--- src/hdl/div_pkg.sv ---
// ========================================
// div_pkg: shared types and constants for
// the multi-lane RV64 divide unit
// ========================================
`default_nettype none

package div_pkg;

  // ========================================
  // unit sizing
  localparam int XLEN      = 64;
  localparam int TAG_W     = 4;
  localparam int NUM_LANES = 4;
  localparam int LANE_W    = $clog2(NUM_LANES);
  localparam int CNT_W     = $clog2(XLEN) + 1;   // must hold 64

  // one-hot op codes, same bit order as the decoder
  typedef enum logic [7:0] {
    OP_REM   = 8'b1000_0000,
    OP_REMU  = 8'b0100_0000,
    OP_REMUW = 8'b0010_0000,
    OP_REMW  = 8'b0001_0000,
    OP_DIV   = 8'b0000_1000,
    OP_DIVU  = 8'b0000_0100,
    OP_DIVUW = 8'b0000_0010,
    OP_DIVW  = 8'b0000_0001
  } div_op_e;

  // ========================================
  // payloads
  typedef struct packed {
    div_op_e           op;
    logic [TAG_W-1:0]  tag;
    logic [XLEN-1:0]   dividend;
    logic [XLEN-1:0]   divisor;
  } div_req_t;   // 140 bits

  typedef struct packed {
    logic [TAG_W-1:0]  tag;
    logic [XLEN-1:0]   data;
  } div_rsp_t;   // 68 bits

  typedef struct packed {
    logic              hit;     // div by zero or overflow
    logic [XLEN-1:0]   value;
  } div_special_t;

  // op class helpers
  function automatic logic op_is_rem(div_op_e op);
    return op inside {OP_REM, OP_REMU, OP_REMUW, OP_REMW};
  endfunction

  function automatic logic op_is_word(div_op_e op);
    return op inside {OP_REMUW, OP_REMW, OP_DIVUW, OP_DIVW};
  endfunction

  function automatic logic op_is_signed(div_op_e op);
    return op inside {OP_REM, OP_REMW, OP_DIV, OP_DIVW};
  endfunction

endpackage

`default_nettype wire
--- src/hdl/div_unit.sv ---
// ========================================
// div_unit: RV64 M divide unit, parallel
// lanes between dispatcher and collector
// ========================================
`timescale 1ns/1ns
`default_nettype none

module div_unit (
  input  logic               clk,
  input  logic               rst_n,
  input  logic               req_valid_i,
  input  div_pkg::div_req_t  req_i,
  output logic               req_ready_o,
  input  logic               rsp_ready_i,
  output logic               rsp_valid_o,
  output div_pkg::div_rsp_t  rsp_o
);

  import div_pkg::*;

  logic [NUM_LANES-1:0] lane_start;
  logic [NUM_LANES-1:0] lane_idle;
  logic [NUM_LANES-1:0] lane_done;
  logic [NUM_LANES-1:0] lane_ack;
  div_req_t             lane_req;
  div_rsp_t             lane_rsp [NUM_LANES];

  div_dispatch u_dispatch (
    .req_valid_i  (req_valid_i),
    .req_i        (req_i),
    .lane_idle_i  (lane_idle),
    .req_ready_o  (req_ready_o),
    .lane_start_o (lane_start),
    .lane_req_o   (lane_req)
  );

  // ========================================
  // divider lanes
  for (genvar i = 0; i < NUM_LANES; i++) begin : g_lane
    div_lane u_lane (
      .clk     (clk),
      .rst_n   (rst_n),
      .start_i (lane_start[i]),
      .req_i   (lane_req),
      .ack_i   (lane_ack[i]),
      .idle_o  (lane_idle[i]),
      .done_o  (lane_done[i]),
      .rsp_o   (lane_rsp[i])
    );
  end

  div_collect u_collect (
    .clk         (clk),
    .rst_n       (rst_n),
    .lane_done_i (lane_done),
    .lane_rsp_i  (lane_rsp),
    .rsp_ready_i (rsp_ready_i),
    .lane_ack_o  (lane_ack),
    .rsp_valid_o (rsp_valid_o),
    .rsp_o       (rsp_o)
  );

endmodule

`default_nettype wire

--- src/hdl/div_collect.sv ---
// ========================================
// div_collect: round-robin drain of done
// lanes into the response register
// ========================================
`timescale 1ns/1ns
`default_nettype none

module div_collect (
  input  logic                              clk,
  input  logic                              rst_n,
  input  logic [div_pkg::NUM_LANES-1:0]     lane_done_i,
  input  div_pkg::div_rsp_t                 lane_rsp_i [div_pkg::NUM_LANES],
  input  logic                              rsp_ready_i,
  output logic [div_pkg::NUM_LANES-1:0]     lane_ack_o,
  output logic                              rsp_valid_o,
  output div_pkg::div_rsp_t                 rsp_o
);

  import div_pkg::*;

  logic [LANE_W-1:0] ptr_q;      // last lane served
  logic [LANE_W-1:0] sel_idx;
  logic              sel_any;
  logic              load_en;
  logic              rsp_valid_q;
  div_rsp_t          rsp_q;

  // ========================================
  // pick next done lane after ptr_q
  always_comb begin : pick
    int j;
    sel_any = 1'b0;
    sel_idx = ptr_q;
    for (int k = 1; k <= NUM_LANES; k++) begin
      j = int'(ptr_q) + k;
      if (j >= NUM_LANES) j = j - NUM_LANES;
      if (!sel_any && lane_done_i[j]) begin
        sel_any = 1'b1;
        sel_idx = LANE_W'(j);
      end
    end
  end

  // register empty or being taken this edge
  assign load_en = sel_any & (~rsp_valid_q | rsp_ready_i);

  always_comb begin
    lane_ack_o = '0;
    if (load_en) lane_ack_o[sel_idx] = 1'b1;  // same cycle as the load
  end

  always_ff @(posedge clk) begin
    if (rst_n) begin
      rsp_valid_q <= 1'b0;
      ptr_q       <= LANE_W'(NUM_LANES - 1);  // lane 0 first
    end else if (load_en) begin
      rsp_valid_q <= 1'b1;
      ptr_q       <= sel_idx;
    end else if (rsp_ready_i) begin
      rsp_valid_q <= 1'b0;
    end
  end

  always_ff @(posedge clk) begin
    if (load_en) rsp_q <= lane_rsp_i[sel_idx];
  end

  assign rsp_valid_o = rsp_valid_q;
  assign rsp_o       = rsp_q;

endmodule

`default_nettype wire

--- src/hdl/div_dispatch.sv ---
// ========================================
// div_dispatch: starts each request on the
// lowest-numbered idle lane
// ========================================
`timescale 1ns/1ns
`default_nettype none

module div_dispatch (
  input  logic                              req_valid_i,
  input  div_pkg::div_req_t                 req_i,
  input  logic [div_pkg::NUM_LANES-1:0]     lane_idle_i,
  output logic                              req_ready_o,
  output logic [div_pkg::NUM_LANES-1:0]     lane_start_o,
  output div_pkg::div_req_t                 lane_req_o
);

  import div_pkg::*;

  logic [NUM_LANES-1:0] first_idle;  // one-hot
  logic                 found;

  // priority encoder, lane 0 wins
  always_comb begin
    first_idle = '0;
    found      = 1'b0;
    for (int i = 0; i < NUM_LANES; i++) begin
      if (lane_idle_i[i] && !found) begin
        first_idle[i] = 1'b1;
        found         = 1'b1;
      end
    end
  end

  // ready while any lane can take work
  assign req_ready_o = |lane_idle_i;

  // the strobe is only legal with ready high
  assign lane_start_o = first_idle & {NUM_LANES{req_valid_i}};

  // broadcast, only the started lane latches
  assign lane_req_o = req_i;

endmodule

`default_nettype wire

--- src/hdl/div_lane.sv ---
// ========================================
// div_lane: one-bit-per-cycle restoring
// divider on magnitudes, sign fix at end
// ========================================
`timescale 1ns/1ns
`default_nettype none

module div_lane (
  input  logic               clk,
  input  logic               rst_n,
  input  logic               start_i,
  input  div_pkg::div_req_t  req_i,
  input  logic               ack_i,
  output logic               idle_o,
  output logic               done_o,
  output div_pkg::div_rsp_t  rsp_o
);

  import div_pkg::*;

  typedef enum logic [1:0] {
    IDLE,
    DO_DIV,
    FINISH
  } lane_state_e;

  lane_state_e          state_q, state_d;
  div_special_t         spec;

  // latched request info
  logic [TAG_W-1:0]     tag_q;
  div_op_e              op_q;
  logic                 special_q;
  logic                 q_sign_q;
  logic                 r_sign_q;
  logic [CNT_W-1:0]     cnt_q;
  logic [2*XLEN-1:0]    rq_q;      // remainder:quotient
  logic [XLEN-1:0]      dvs_q;

  // load side
  logic                 w_op, s_op;
  logic                 a_neg, b_neg;
  logic [XLEN-1:0]      a_abs, b_abs;
  logic [XLEN-1:0]      a_init, b_init;
  logic [CNT_W-1:0]     cnt_init;

  // iteration
  logic [XLEN:0]        diff;
  logic [2*XLEN-1:0]    rq_shift;

  // result side
  logic [XLEN-1:0]      raw, signed_val;
  logic                 res_neg;

  div_special u_special (
    .op_i       (req_i.op),
    .dividend_i (req_i.dividend),
    .divisor_i  (req_i.divisor),
    .special_o  (spec)
  );

  // ========================================
  // operand preparation
  always_comb begin
    w_op     = op_is_word(req_i.op);
    s_op     = op_is_signed(req_i.op);
    a_neg    = s_op & (w_op ? req_i.dividend[31] : req_i.dividend[XLEN-1]);
    b_neg    = s_op & (w_op ? req_i.divisor[31]  : req_i.divisor[XLEN-1]);
    a_abs    = a_neg ? -req_i.dividend : req_i.dividend;  // low word also fine for W
    b_abs    = b_neg ? -req_i.divisor  : req_i.divisor;
    // W dividend sits high in the low word, 32 steps then suffice
    a_init   = w_op ? {a_abs[31:0], 32'b0} : a_abs;
    b_init   = w_op ? {32'b0, b_abs[31:0]} : b_abs;
    cnt_init = w_op ? CNT_W'(32) : CNT_W'(XLEN);
  end

  assign diff     = rq_q[2*XLEN-1:XLEN-1] - {1'b0, dvs_q};
  assign rq_shift = {rq_q[2*XLEN-2:0], 1'b0};

  // ========================================
  // controller
  always_comb begin
    state_d = state_q;
    case (state_q)
      IDLE:    if (start_i) state_d = spec.hit ? FINISH : DO_DIV;
      DO_DIV:  if (cnt_q == CNT_W'(1)) state_d = FINISH;  // last step
      FINISH:  if (ack_i) state_d = IDLE;
      default: state_d = IDLE;
    endcase
  end

  always_ff @(posedge clk) begin
    if (rst_n) begin
      state_q <= IDLE;
    end else begin
      state_q <= state_d;
    end
  end

  // datapath
  always_ff @(posedge clk) begin
    if (state_q == IDLE && start_i) begin
      tag_q     <= req_i.tag;
      op_q      <= req_i.op;
      special_q <= spec.hit;
      if (spec.hit) begin
        rq_q <= {{XLEN{1'b0}}, spec.value};  // value rides in the low word
      end else begin
        rq_q     <= {{XLEN{1'b0}}, a_init};
        dvs_q    <= b_init;
        cnt_q    <= cnt_init;
        q_sign_q <= a_neg ^ b_neg;
        r_sign_q <= a_neg;                   // remainder follows dividend
      end
    end else if (state_q == DO_DIV) begin
      cnt_q <= cnt_q - CNT_W'(1);
      if (diff[XLEN]) begin
        rq_q <= rq_shift;                    // restore
      end else begin
        rq_q <= {diff[XLEN-1:0], rq_shift[XLEN-1:1], 1'b1};
      end
    end
  end

  // ========================================
  // result select and sign fix
  always_comb begin
    raw        = op_is_rem(op_q) ? rq_q[2*XLEN-1:XLEN] : rq_q[XLEN-1:0];
    res_neg    = op_is_rem(op_q) ? r_sign_q : q_sign_q;
    signed_val = res_neg ? -raw : raw;
    rsp_o.tag  = tag_q;
    if (special_q) begin
      rsp_o.data = rq_q[XLEN-1:0];
    end else if (op_is_word(op_q)) begin
      rsp_o.data = {{32{signed_val[31]}}, signed_val[31:0]};
    end else begin
      rsp_o.data = signed_val;
    end
  end

  assign idle_o = (state_q == IDLE);
  assign done_o = (state_q == FINISH);  // held until acked

endmodule

`default_nettype wire

--- src/hdl/div_special.sv ---
// ========================================
// div_special: divide-by-zero and signed
// overflow detection with their results
// ========================================
`timescale 1ns/1ns
`default_nettype none

module div_special (
  input  div_pkg::div_op_e                op_i,
  input  logic [div_pkg::XLEN-1:0]        dividend_i,
  input  logic [div_pkg::XLEN-1:0]        divisor_i,
  output div_pkg::div_special_t           special_o
);

  import div_pkg::*;

  logic            is_rem;
  logic            is_word;
  logic            is_signed;
  logic            div_zero;
  logic            div_ovf;
  logic            ovf_64;
  logic            ovf_32;
  logic [XLEN-1:0] dividend_sext32;

  assign is_rem    = op_is_rem(op_i);
  assign is_word   = op_is_word(op_i);
  assign is_signed = op_is_signed(op_i);

  assign dividend_sext32 = {{32{dividend_i[31]}}, dividend_i[31:0]};

  // ========================================
  // detection
  // W forms only look at the low word of the divisor
  assign div_zero = is_word ? ~|divisor_i[31:0] : ~|divisor_i;

  // most negative / -1
  assign ovf_64 = (dividend_i == {1'b1, {(XLEN-1){1'b0}}}) && (&divisor_i);
  assign ovf_32 = (dividend_i[31:0] == 32'h8000_0000) && (&divisor_i[31:0]);

  assign div_ovf = is_signed && !div_zero && (is_word ? ovf_32 : ovf_64);

  // ========================================
  // architectural result
  always_comb begin
    special_o.hit   = div_zero | div_ovf;
    special_o.value = '0;
    if (div_zero) begin
      if (is_rem) begin
        special_o.value = is_word ? dividend_sext32 : dividend_i;  // rem keeps dividend
      end else begin
        special_o.value = '1;                                     // quotient all ones
      end
    end else if (div_ovf) begin
      if (is_rem) begin
        special_o.value = '0;
      end else begin
        special_o.value = is_word ? dividend_sext32 : dividend_i;
      end
    end
  end

endmodule

`default_nettype wire

--- config.mk ---
export PLATFORM = sky130hd
export DESIGN_NAME = div_unit
export DESIGN_NICKNAME = d
export VERILOG_FILES = /design/src/hdl/div_pkg.sv /design/src/hdl/div_unit.sv /design/src/hdl/div_collect.sv /design/src/hdl/div_dispatch.sv /design/src/hdl/div_lane.sv /design/src/hdl/div_special.sv
export SDC_FILE = /design/constraint.sdc
export NUM_CORES = 2
export LEC_CHECK = 0
export BUFFER_PORTS_ARGS = -buffer_cell sky130_fd_sc_hd__clkbuf_2
export CORE_MARGIN = 3
export CORE_UTILIZATION = 50
export CTS_CLUSTER_DIAMETER = 50
export DETAILED_ROUTE_END_ITERATION = 7
export HOLD_SLACK_MARGIN = 0.12
export PLACE_DENSITY = 0.65
export SYNTH_ARGS = -nofsm -noshare
export SYNTH_HDL_FRONTEND = slang
export SYNTH_SLANG_ARGS = --single-unit
export TNS_END_PERCENT = 30
--- constraint.sdc ---
create_clock -name clk -period 12.01 [get_ports clk]
set_clock_uncertainty 0.05 [all_clocks]
set_input_delay 3.603 -clock clk [delete_from_list [all_inputs] [get_ports clk]]
set_output_delay 3.603 -clock clk [all_outputs]
set_load 0.03 [all_outputs]
Word level (Yosys, flattened, before mapping)
Index checks and enable logic that the tools add are counted.
{"block": "op_classes", "addsub": 22, "n_mul": 0, "div_mod_pow": 0, "magnitude_cmp": 11, "n_eq_ne": 61, "shift": 0, "muxes": 111, "n_bitwise": 10, "n_reduce_logical": 61}
{"op": "64-bit 2-to-1 mux", "count": 26}
{"op": "128-bit 2-to-1 mux", "count": 12}
{"op": "64-bit negator", "count": 6}
{"op": "65-bit by 64-bit subtractor with 65-bit output", "count": 4}
{"op": "68-bit binary-select mux with 2-bit select", "count": 1}
{"op": "68-bit 2-to-1 mux", "count": 2}
{"op": "32-bit by 4-bit greater-or-equal comparator with 1-bit output (second input constant)", "count": 4}
{"op": "32-bit by 4-bit less-than comparator with 1-bit output (second input constant)", "count": 4}
{"op": "32-bit 2-to-1 mux", "count": 4}
{"op": "32-bit by 4-bit subtractor with 32-bit output (second input constant)", "count": 4}
{"op": "7-bit 2-to-1 mux", "count": 10}
{"op": "64-bit == test (second input constant)", "count": 1}
{"op": "64-bit AND reduction", "count": 1}
{"op": "64-bit OR reduction", "count": 1}
{"op": "4-bit nonzero test", "count": 11}
{"op": "8-bit by 1-bit == test with 1-bit output (second input constant)", "count": 5}
{"op": "8-bit by 2-bit == test with 1-bit output (second input constant)", "count": 5}
{"op": "8-bit by 5-bit == test with 1-bit output (second input constant)", "count": 5}
{"op": "8-bit by 6-bit == test with 1-bit output (second input constant)", "count": 5}
{"op": "8-bit by 7-bit == test with 1-bit output (second input constant)", "count": 5}
{"op": "8-bit == test (second input constant)", "count": 5}
{"op": "2-bit 2-to-1 mux", "count": 17}
{"op": "32-bit == test (second input constant)", "count": 1}
{"op": "32-bit AND reduction", "count": 1}
{"op": "other kinds (32)", "count": 136}
{"block": "word_totals", "register_bits": 935, "latchBits": 0, "ram_bits": 0, "romBits": 0, "word_cells": 316, "n_memories": 0}

Logic depth before layout (Yosys ltp)
{"block": "logic_depth", "depth_word": 23, "ltp_mapped": 24, "ltp_nobuf": 17}

Hierarchy
Synthesis repeated with hierarchy kept, for this count alone.
{"block": "hier_totals", "hier_cells": 11789, "area_unflattened_um2": 94305.4}
{"module": "div_lane (g_lane[0].u_lane ...)", "n_inst": 3, "cells_per_inst": 2620, "area_each_um2": 20927.6, "seq_area_each_um2": 6466.2}
{"module": "div_lane (g_lane[3].u_lane)", "n_inst": 1, "cells_per_inst": 2616, "area_each_um2": 20651.1, "seq_area_each_um2": 6466.2}
{"module": "div_special", "n_inst": 4, "cells_per_inst": 246, "area_each_um2": 1441.4, "seq_area_each_um2": 0.0}
{"module": "div_collect", "n_inst": 1, "cells_per_inst": 182, "area_each_um2": 4006.3, "seq_area_each_um2": 2102.0}
{"module": "div_dispatch", "n_inst": 1, "cells_per_inst": 147, "area_each_um2": 1099.8, "seq_area_each_um2": 0.0}

Worst setup path before layout
No wires, ideal clock.
{"block": "synth_timing", "kind": "in2reg", "startpoint": "in req_valid_i", "endpoint": "reg g_lane[3].u_lane.state_q[1]", "t_arrival_ns": 10.896, "slack_ns": 0.974, "cell_stages": 6, "path_buffers": 0, "cell_sequence": "o21ai_0 nor2_1 o21ai_0 a21oi_1 o211ai_1 a21oi_1"}
{"block": "synth_via", "elab_chain_cells": 3}
{"element": "from (decl)", "line": "div_unit.sv:11", "source": "input logic req_valid_i,"}
{"element": "4-bit bitwise AND", "line": "div_dispatch.sv:38", "source": "assign lane_start_o = first_idle & {NUM_LANES{req_valid_i}};"}
{"element": "2-bit != test (no line)"}
{"element": "3-bit AND reduction (no line)"}
{"element": "to (signal assigned)", "line": "div_lane.sv:96", "source": "state_q <= state_d;"}
{"element": "to (decl)", "line": "div_lane.sv:27", "source": "lane_state_e state_q, state_d;"}
Every way passes these cells.
A chain may end at the register's enable or synchronous reset.

Worst setup path in the final report
{"block": "layout_timing", "startpoint": "in req_i[135] in the netlist's numbering", "endpoint": "reg g_lane[2].u_lane.rq_q[39] (data pin)"}
{"block": "layout_via", "elab_chain_cells": 10}
{"element": "from (decl)", "line": "div_unit.sv:12", "source": "input div_pkg::div_req_t req_i,"}
{"element": "8-bit by 6-bit == test with 1-bit output, or another cell as far along", "line": "div_pkg.sv:50, div_pkg.sv:54"}
{"element": "4-bit nonzero test", "line": "div_pkg.sv:54", "source": "return op inside {OP_REMUW, OP_REMW, OP_DIVUW, OP_DIVW};"}
{"element": "1-bit 2-to-1 mux", "line": "div_special.sv:35", "source": "assign div_zero = is_word ? ~|divisor_i[31:0] : ~|divisor_i;"}
{"element": "1-bit zero test", "line": "div_special.sv:41", "source": "assign div_ovf = is_signed && !div_zero && (is_word ? ovf_32 : ovf_64);"}
{"element": "1-bit logical AND (2 in series)", "line": "div_special.sv:41"}
{"element": "64-bit 2-to-1 mux", "line": "div_special.sv:54", "source": "end else if (div_ovf) begin"}
{"element": "64-bit 2-to-1 mux", "line": "div_special.sv:48", "source": "if (div_zero) begin"}
{"element": "64-bit 2-to-1 mux (*)", "line": "div_lane.sv:106", "source": "if (spec.hit) begin"}
{"element": "128-bit 2-to-1 mux (*)", "line": "div_lane.sv:102", "source": "if (state_q == IDLE && start_i) begin"}
{"element": "to (signal assigned)", "line": "div_lane.sv:107", "source": "rq_q <= {{XLEN{1'b0}}, spec.value};"}
{"element": "to (signal assigned)", "line": "div_lane.sv:109", "source": "rq_q <= {{XLEN{1'b0}}, a_init};"}
{"element": "to (signal assigned)", "line": "div_lane.sv:118", "source": "rq_q <= rq_shift;"}
{"element": "to (decl)", "line": "div_lane.sv:37", "source": "logic [2*XLEN-1:0] rq_q;"}
Mark *: on every way between the ends. The rest lies on a longest branch, timed or not.

==> metrics.md <==
| Metric | Value |
|---|---|
| Area of the core region | 150,000 µm² |
| Share of synthesized cell area in and, or, nand and nor gates | 19.4% |
| Most used flip-flop cell after synthesis | sky130_fd_sc_hd__edfxtp_1 |
| DRC Markers | 19 |
| Via density | 6.98 |
| XOR/XNOR Fraction of Synth Area | 5.43% |
| Failing checks | DRC, capacitance limit, slew limit |
| Critical Path Sink Type | flop |
| Relative max-transition margin | -0.791% |
| GPL Wtd Cong | 1.09 |
| Master cell of the clock root buffer | sky130_fd_sc_hd__clkbuf_16 |
| Average size of a mapped cell | 8.61 µm² |
| Max frequency | 116 MHz |
| Largest fanout on the critical path | 39 |
| Adder-cell area share of the yosys netlist | 4.57% |
| Worst Setup Slack post-DPL | 2.97 ns |
| Detailed Place HPWL | 282 mm |
| GRT busiest layer | met2 |
| Library cell occupying the most area in the post-synthesis netlist | sky130_fd_sc_hd__edfxtp_1 |
| Path class of the lowest-slack min-delay path | flop to flop |
| Cells traversed along the worst timing path | clkbuf_2 > or4_1 > nor3_2 > buf_4 > nand2_1 > o32ai_1 > a21oi_4 > buf_4 > inv_2 > buf_4 > a211oi_1 > a211oi_1 > o21ai_0 |
| Transition time at the pin with the least slew margin | 1.49 ns |
| Clock transition at the register clock pins on the worst setup and hold paths after CTS | 0.06 ns |
| Most common cell on crit path | sky130_fd_sc_hd__buf_4 |
| Worst path max stage delay | 0.87 ns |
| Net Count, Synth | 9,248 |
| Setup fix buffers added after clock tree synthesis | 0 |
| Share of the cycle needed by the critical path after routing | 71.6% |
| Sum of buffers and inverters on the critical path | 5 |
| Number of clock buffers inserted by TritonCTS | 140 |
| Setup ws final | 3.42 ns |
| Register bit total from synthesis | 935 |
| Met1 track demand over resource in global routing | 59.0% |
| Synth cell count leaders | sky130_fd_sc_hd__nor2_1, sky130_fd_sc_hd__edfxtp_1, sky130_fd_sc_hd__nand2_1 |
| # hold bufs at CTS | 0 |
| DRC marker count from the first detailed-route iteration | 12,418 |
| I/O pin count | 214 |
| Reported max-cap violation count | 1 |
| Post-Syn Area | 76,000 µm² |
| Share of post-route cells with drive strength above 1 | 9.73% |
| Biggest area contributors in the synthesized netlist | sky130_fd_sc_hd__edfxtp_1, sky130_fd_sc_hd__mux2i_1, sky130_fd_sc_hd__o21ai_0 |
| RSZ-0062 raised after global routing | no |
| Number of sinks driven by the clock tree | 935 |
| Via total after detailed routing | 76,880 |
| Most repeated cell in the gate-level netlist after synthesis | sky130_fd_sc_hd__nor2_1 |
| Met2 GRT Util | 61.4% |
| Final cell utilization of the core | 55.9% |
| Effective utilization at floorplan | 50.5% |
| Final Net Count | 9,280 |
| Area share of the largest cell type after synthesis | 36.5% |
| Global-route wire length before repair | 509 mm |
| Synth warn | 0 |
| Library cells used by synthesis | 108 |
| CP Data Arrival Time | 9.03 ns |
| Share of synthesized area occupied by flip-flops and latches | 36.8% |
| Buffer depth of the longest clock path | 3 |
| Mux share of post-synthesis cell area | 6.26% |
| DRT Pass-1 Iters | 8 |
| Number of flops mapped to enable cells by yosys | 924 |
| Die span in y | 396 µm |
| Total global routing overflow | 0 |
| Final routed wire length divided by cell count | 33.1 µm |
| Number of buffers inserted by port buffering | 213 |
| GRT Resource Usage Total | 44.8% |
| Die span in x | 396 µm |
| Number of H-tree levels | 4 |
| Clock latency on the worst-skew pair | 0.81 ns |
| Largest net degree at the start of global routing | 128 |
| Run status | complete, but fails checks |
| Number of nets with antenna violations after routing | 0 |
| Master of the slowest instance on the critical path | sky130_fd_sc_hd__or4_1 |
| Category of the most critical setup path | input pin to flop |
| Hold Vio Cnt, Final | 0 |
| Largest family of logic cells by synthesized area | compound AO/OA/AOI/OAI gates |
| Required time of the critical path | 12.44 ns |
| Fillcell total | 13,859 |
| Aggregate negative setup slack | 0 ns |
| Total power divided by cell area | 179 nW/µm² |
| DIE AREA | 157,000 µm² |
| Antenna violations before repair | 25 |
| Cell family contributing the most delay on the critical path | compound AO/OA/AOI/OAI gates |
| Final count of pins violating max slew | 1 |
| Synthesized-area fraction occupied by ao, oa, aoi and oai cells | 22.8% |
| Share of flip-flops with an asynchronous set or reset | 0% |
| Leak | 0.0321 µW |
| Worst-case vdd ir drop | 333 µV |
| Vias in the first global route | 68,834 |
| Number of gates given a new drive strength after cts | 0 |
| Grt met3 use | 15.9% |
| Detailed-route wire length | 364 mm |
| Finish-stage setup viols | 0 |
| Time the worst path needs with I/O delays and setup | 8.59 ns |
| Layout overhead on the synthesized area | 10.8% |
| TritonCTS clock tree | yes |
| Startpoint type of the worst setup path | input pin |
| Number of instances in the synthesized netlist | 8,829 |
| Total number of placement rows | 142 |
-- where the power goes --
part	internal [µW]	switching, µW	leakage [µW]
clock network	2450	1700	0.00227
registers	4340	848	0.00870
logic	2050	3660	0.0212
total	8840	6210	0.0321
-- area by class of cell --
type / instances / area [µm²] / area share [%]
diodes: 19 / 47.5 / 0.0565
clock buffers: 162 / 3670 / 4.36
clock inverters: 98 / 997 / 1.18
inverters: 418 / 1580 / 1.88
multi-input cells: 6964 / 44900 / 53.3
flip-flops and latches: 935 / 28000 / 33.2
well taps: 2016 / 2520 / 3.00
repair buffers: 402 / 2550 / 3.03
-- path summary, 6_finish.rpt --
check | startpoint | slack, ns | end | depth (start not counted)
setup / recovery | req_i[135] | 3.42 | g_lane[2].u_lane.rq_q[39] | 13
hold reg to reg | u_collect.ptr_q[0] | 0.51 | u_collect.ptr_q[0] | 1
hold / removal | u_collect.ptr_q[0] | 0.51 | u_collect.ptr_q[0] | 1
setup reg to reg | g_lane[1].u_lane.op_q[4] | 4.05 | u_collect.rsp_o[54] | 16
-- sequential cells by signal, indices dropped and copies added (netlist names), 4 cells and up --
name                     cells
g_lane.u_lane.r_sign_q       4
g_lane.u_lane.dvs_q        256
g_lane.u_lane.cnt_q         28
g_lane.u_lane.state_q        8
g_lane.u_lane.special_q      4
g_lane.u_lane.tag_q         16
u_collect.rsp_o             68
g_lane.u_lane.op_q          32
g_lane.u_lane.q_sign_q       4
g_lane.u_lane.rq_q         512
-- cell families (layout without fill, tap and decap cells) --
logic type,after synthesis,in the layout
and+or+nand+nor,3041,3041
other,0,19
muxes,464,464
xor gates and xnor gates,471,471
DFF,935,935
AOI/OAI and AO/OA,2713,2713
adders and majority gates,275,275
buffers and inverters,930,1080
-- per-layer routing --
| layer | vias to the layer above | share of wire, % |
|---|---|---|
| met1 | 37018 | 38 |
| li1 | 33318 | - |
| met2 | 5511 | 39 |
| met4 | 20 | 8.5 |
| met5 | - | 0.039 |
| met3 | 1013 | 14 |
-- placed cells by master (no fill, tap or decap), types with 238 or more instances in the layout --
cell                       Yosys  routed
sky130_fd_sc_hd__a21oi_1     659     654
sky130_fd_sc_hd__edfxtp_1    924     924
sky130_fd_sc_hd__ha_1        271     271
sky130_fd_sc_hd__inv_1       413     408
sky130_fd_sc_hd__mux2i_1     373     371
sky130_fd_sc_hd__nand2_1     777     774
sky130_fd_sc_hd__nor2_1      925     911
sky130_fd_sc_hd__nor3_1      240     238
sky130_fd_sc_hd__o21ai_0     695     693
sky130_fd_sc_hd__xnor2_1     254     248
-- metrics by stage --
stage	cell area (µm²)	total power, µW	std cells	hold slack, ns
global route	84100	15600	10995	0.520
finish	84200	15000	11014	0.510
floorplan	76000	8640	8829	0.433
detailed placement	79500	10700	10735	0.487
CTS	84100	14800	10995	0.509
global placement	79500	10600	10735	0.465
No activity file was read; power rests on OpenSTA's default activity.
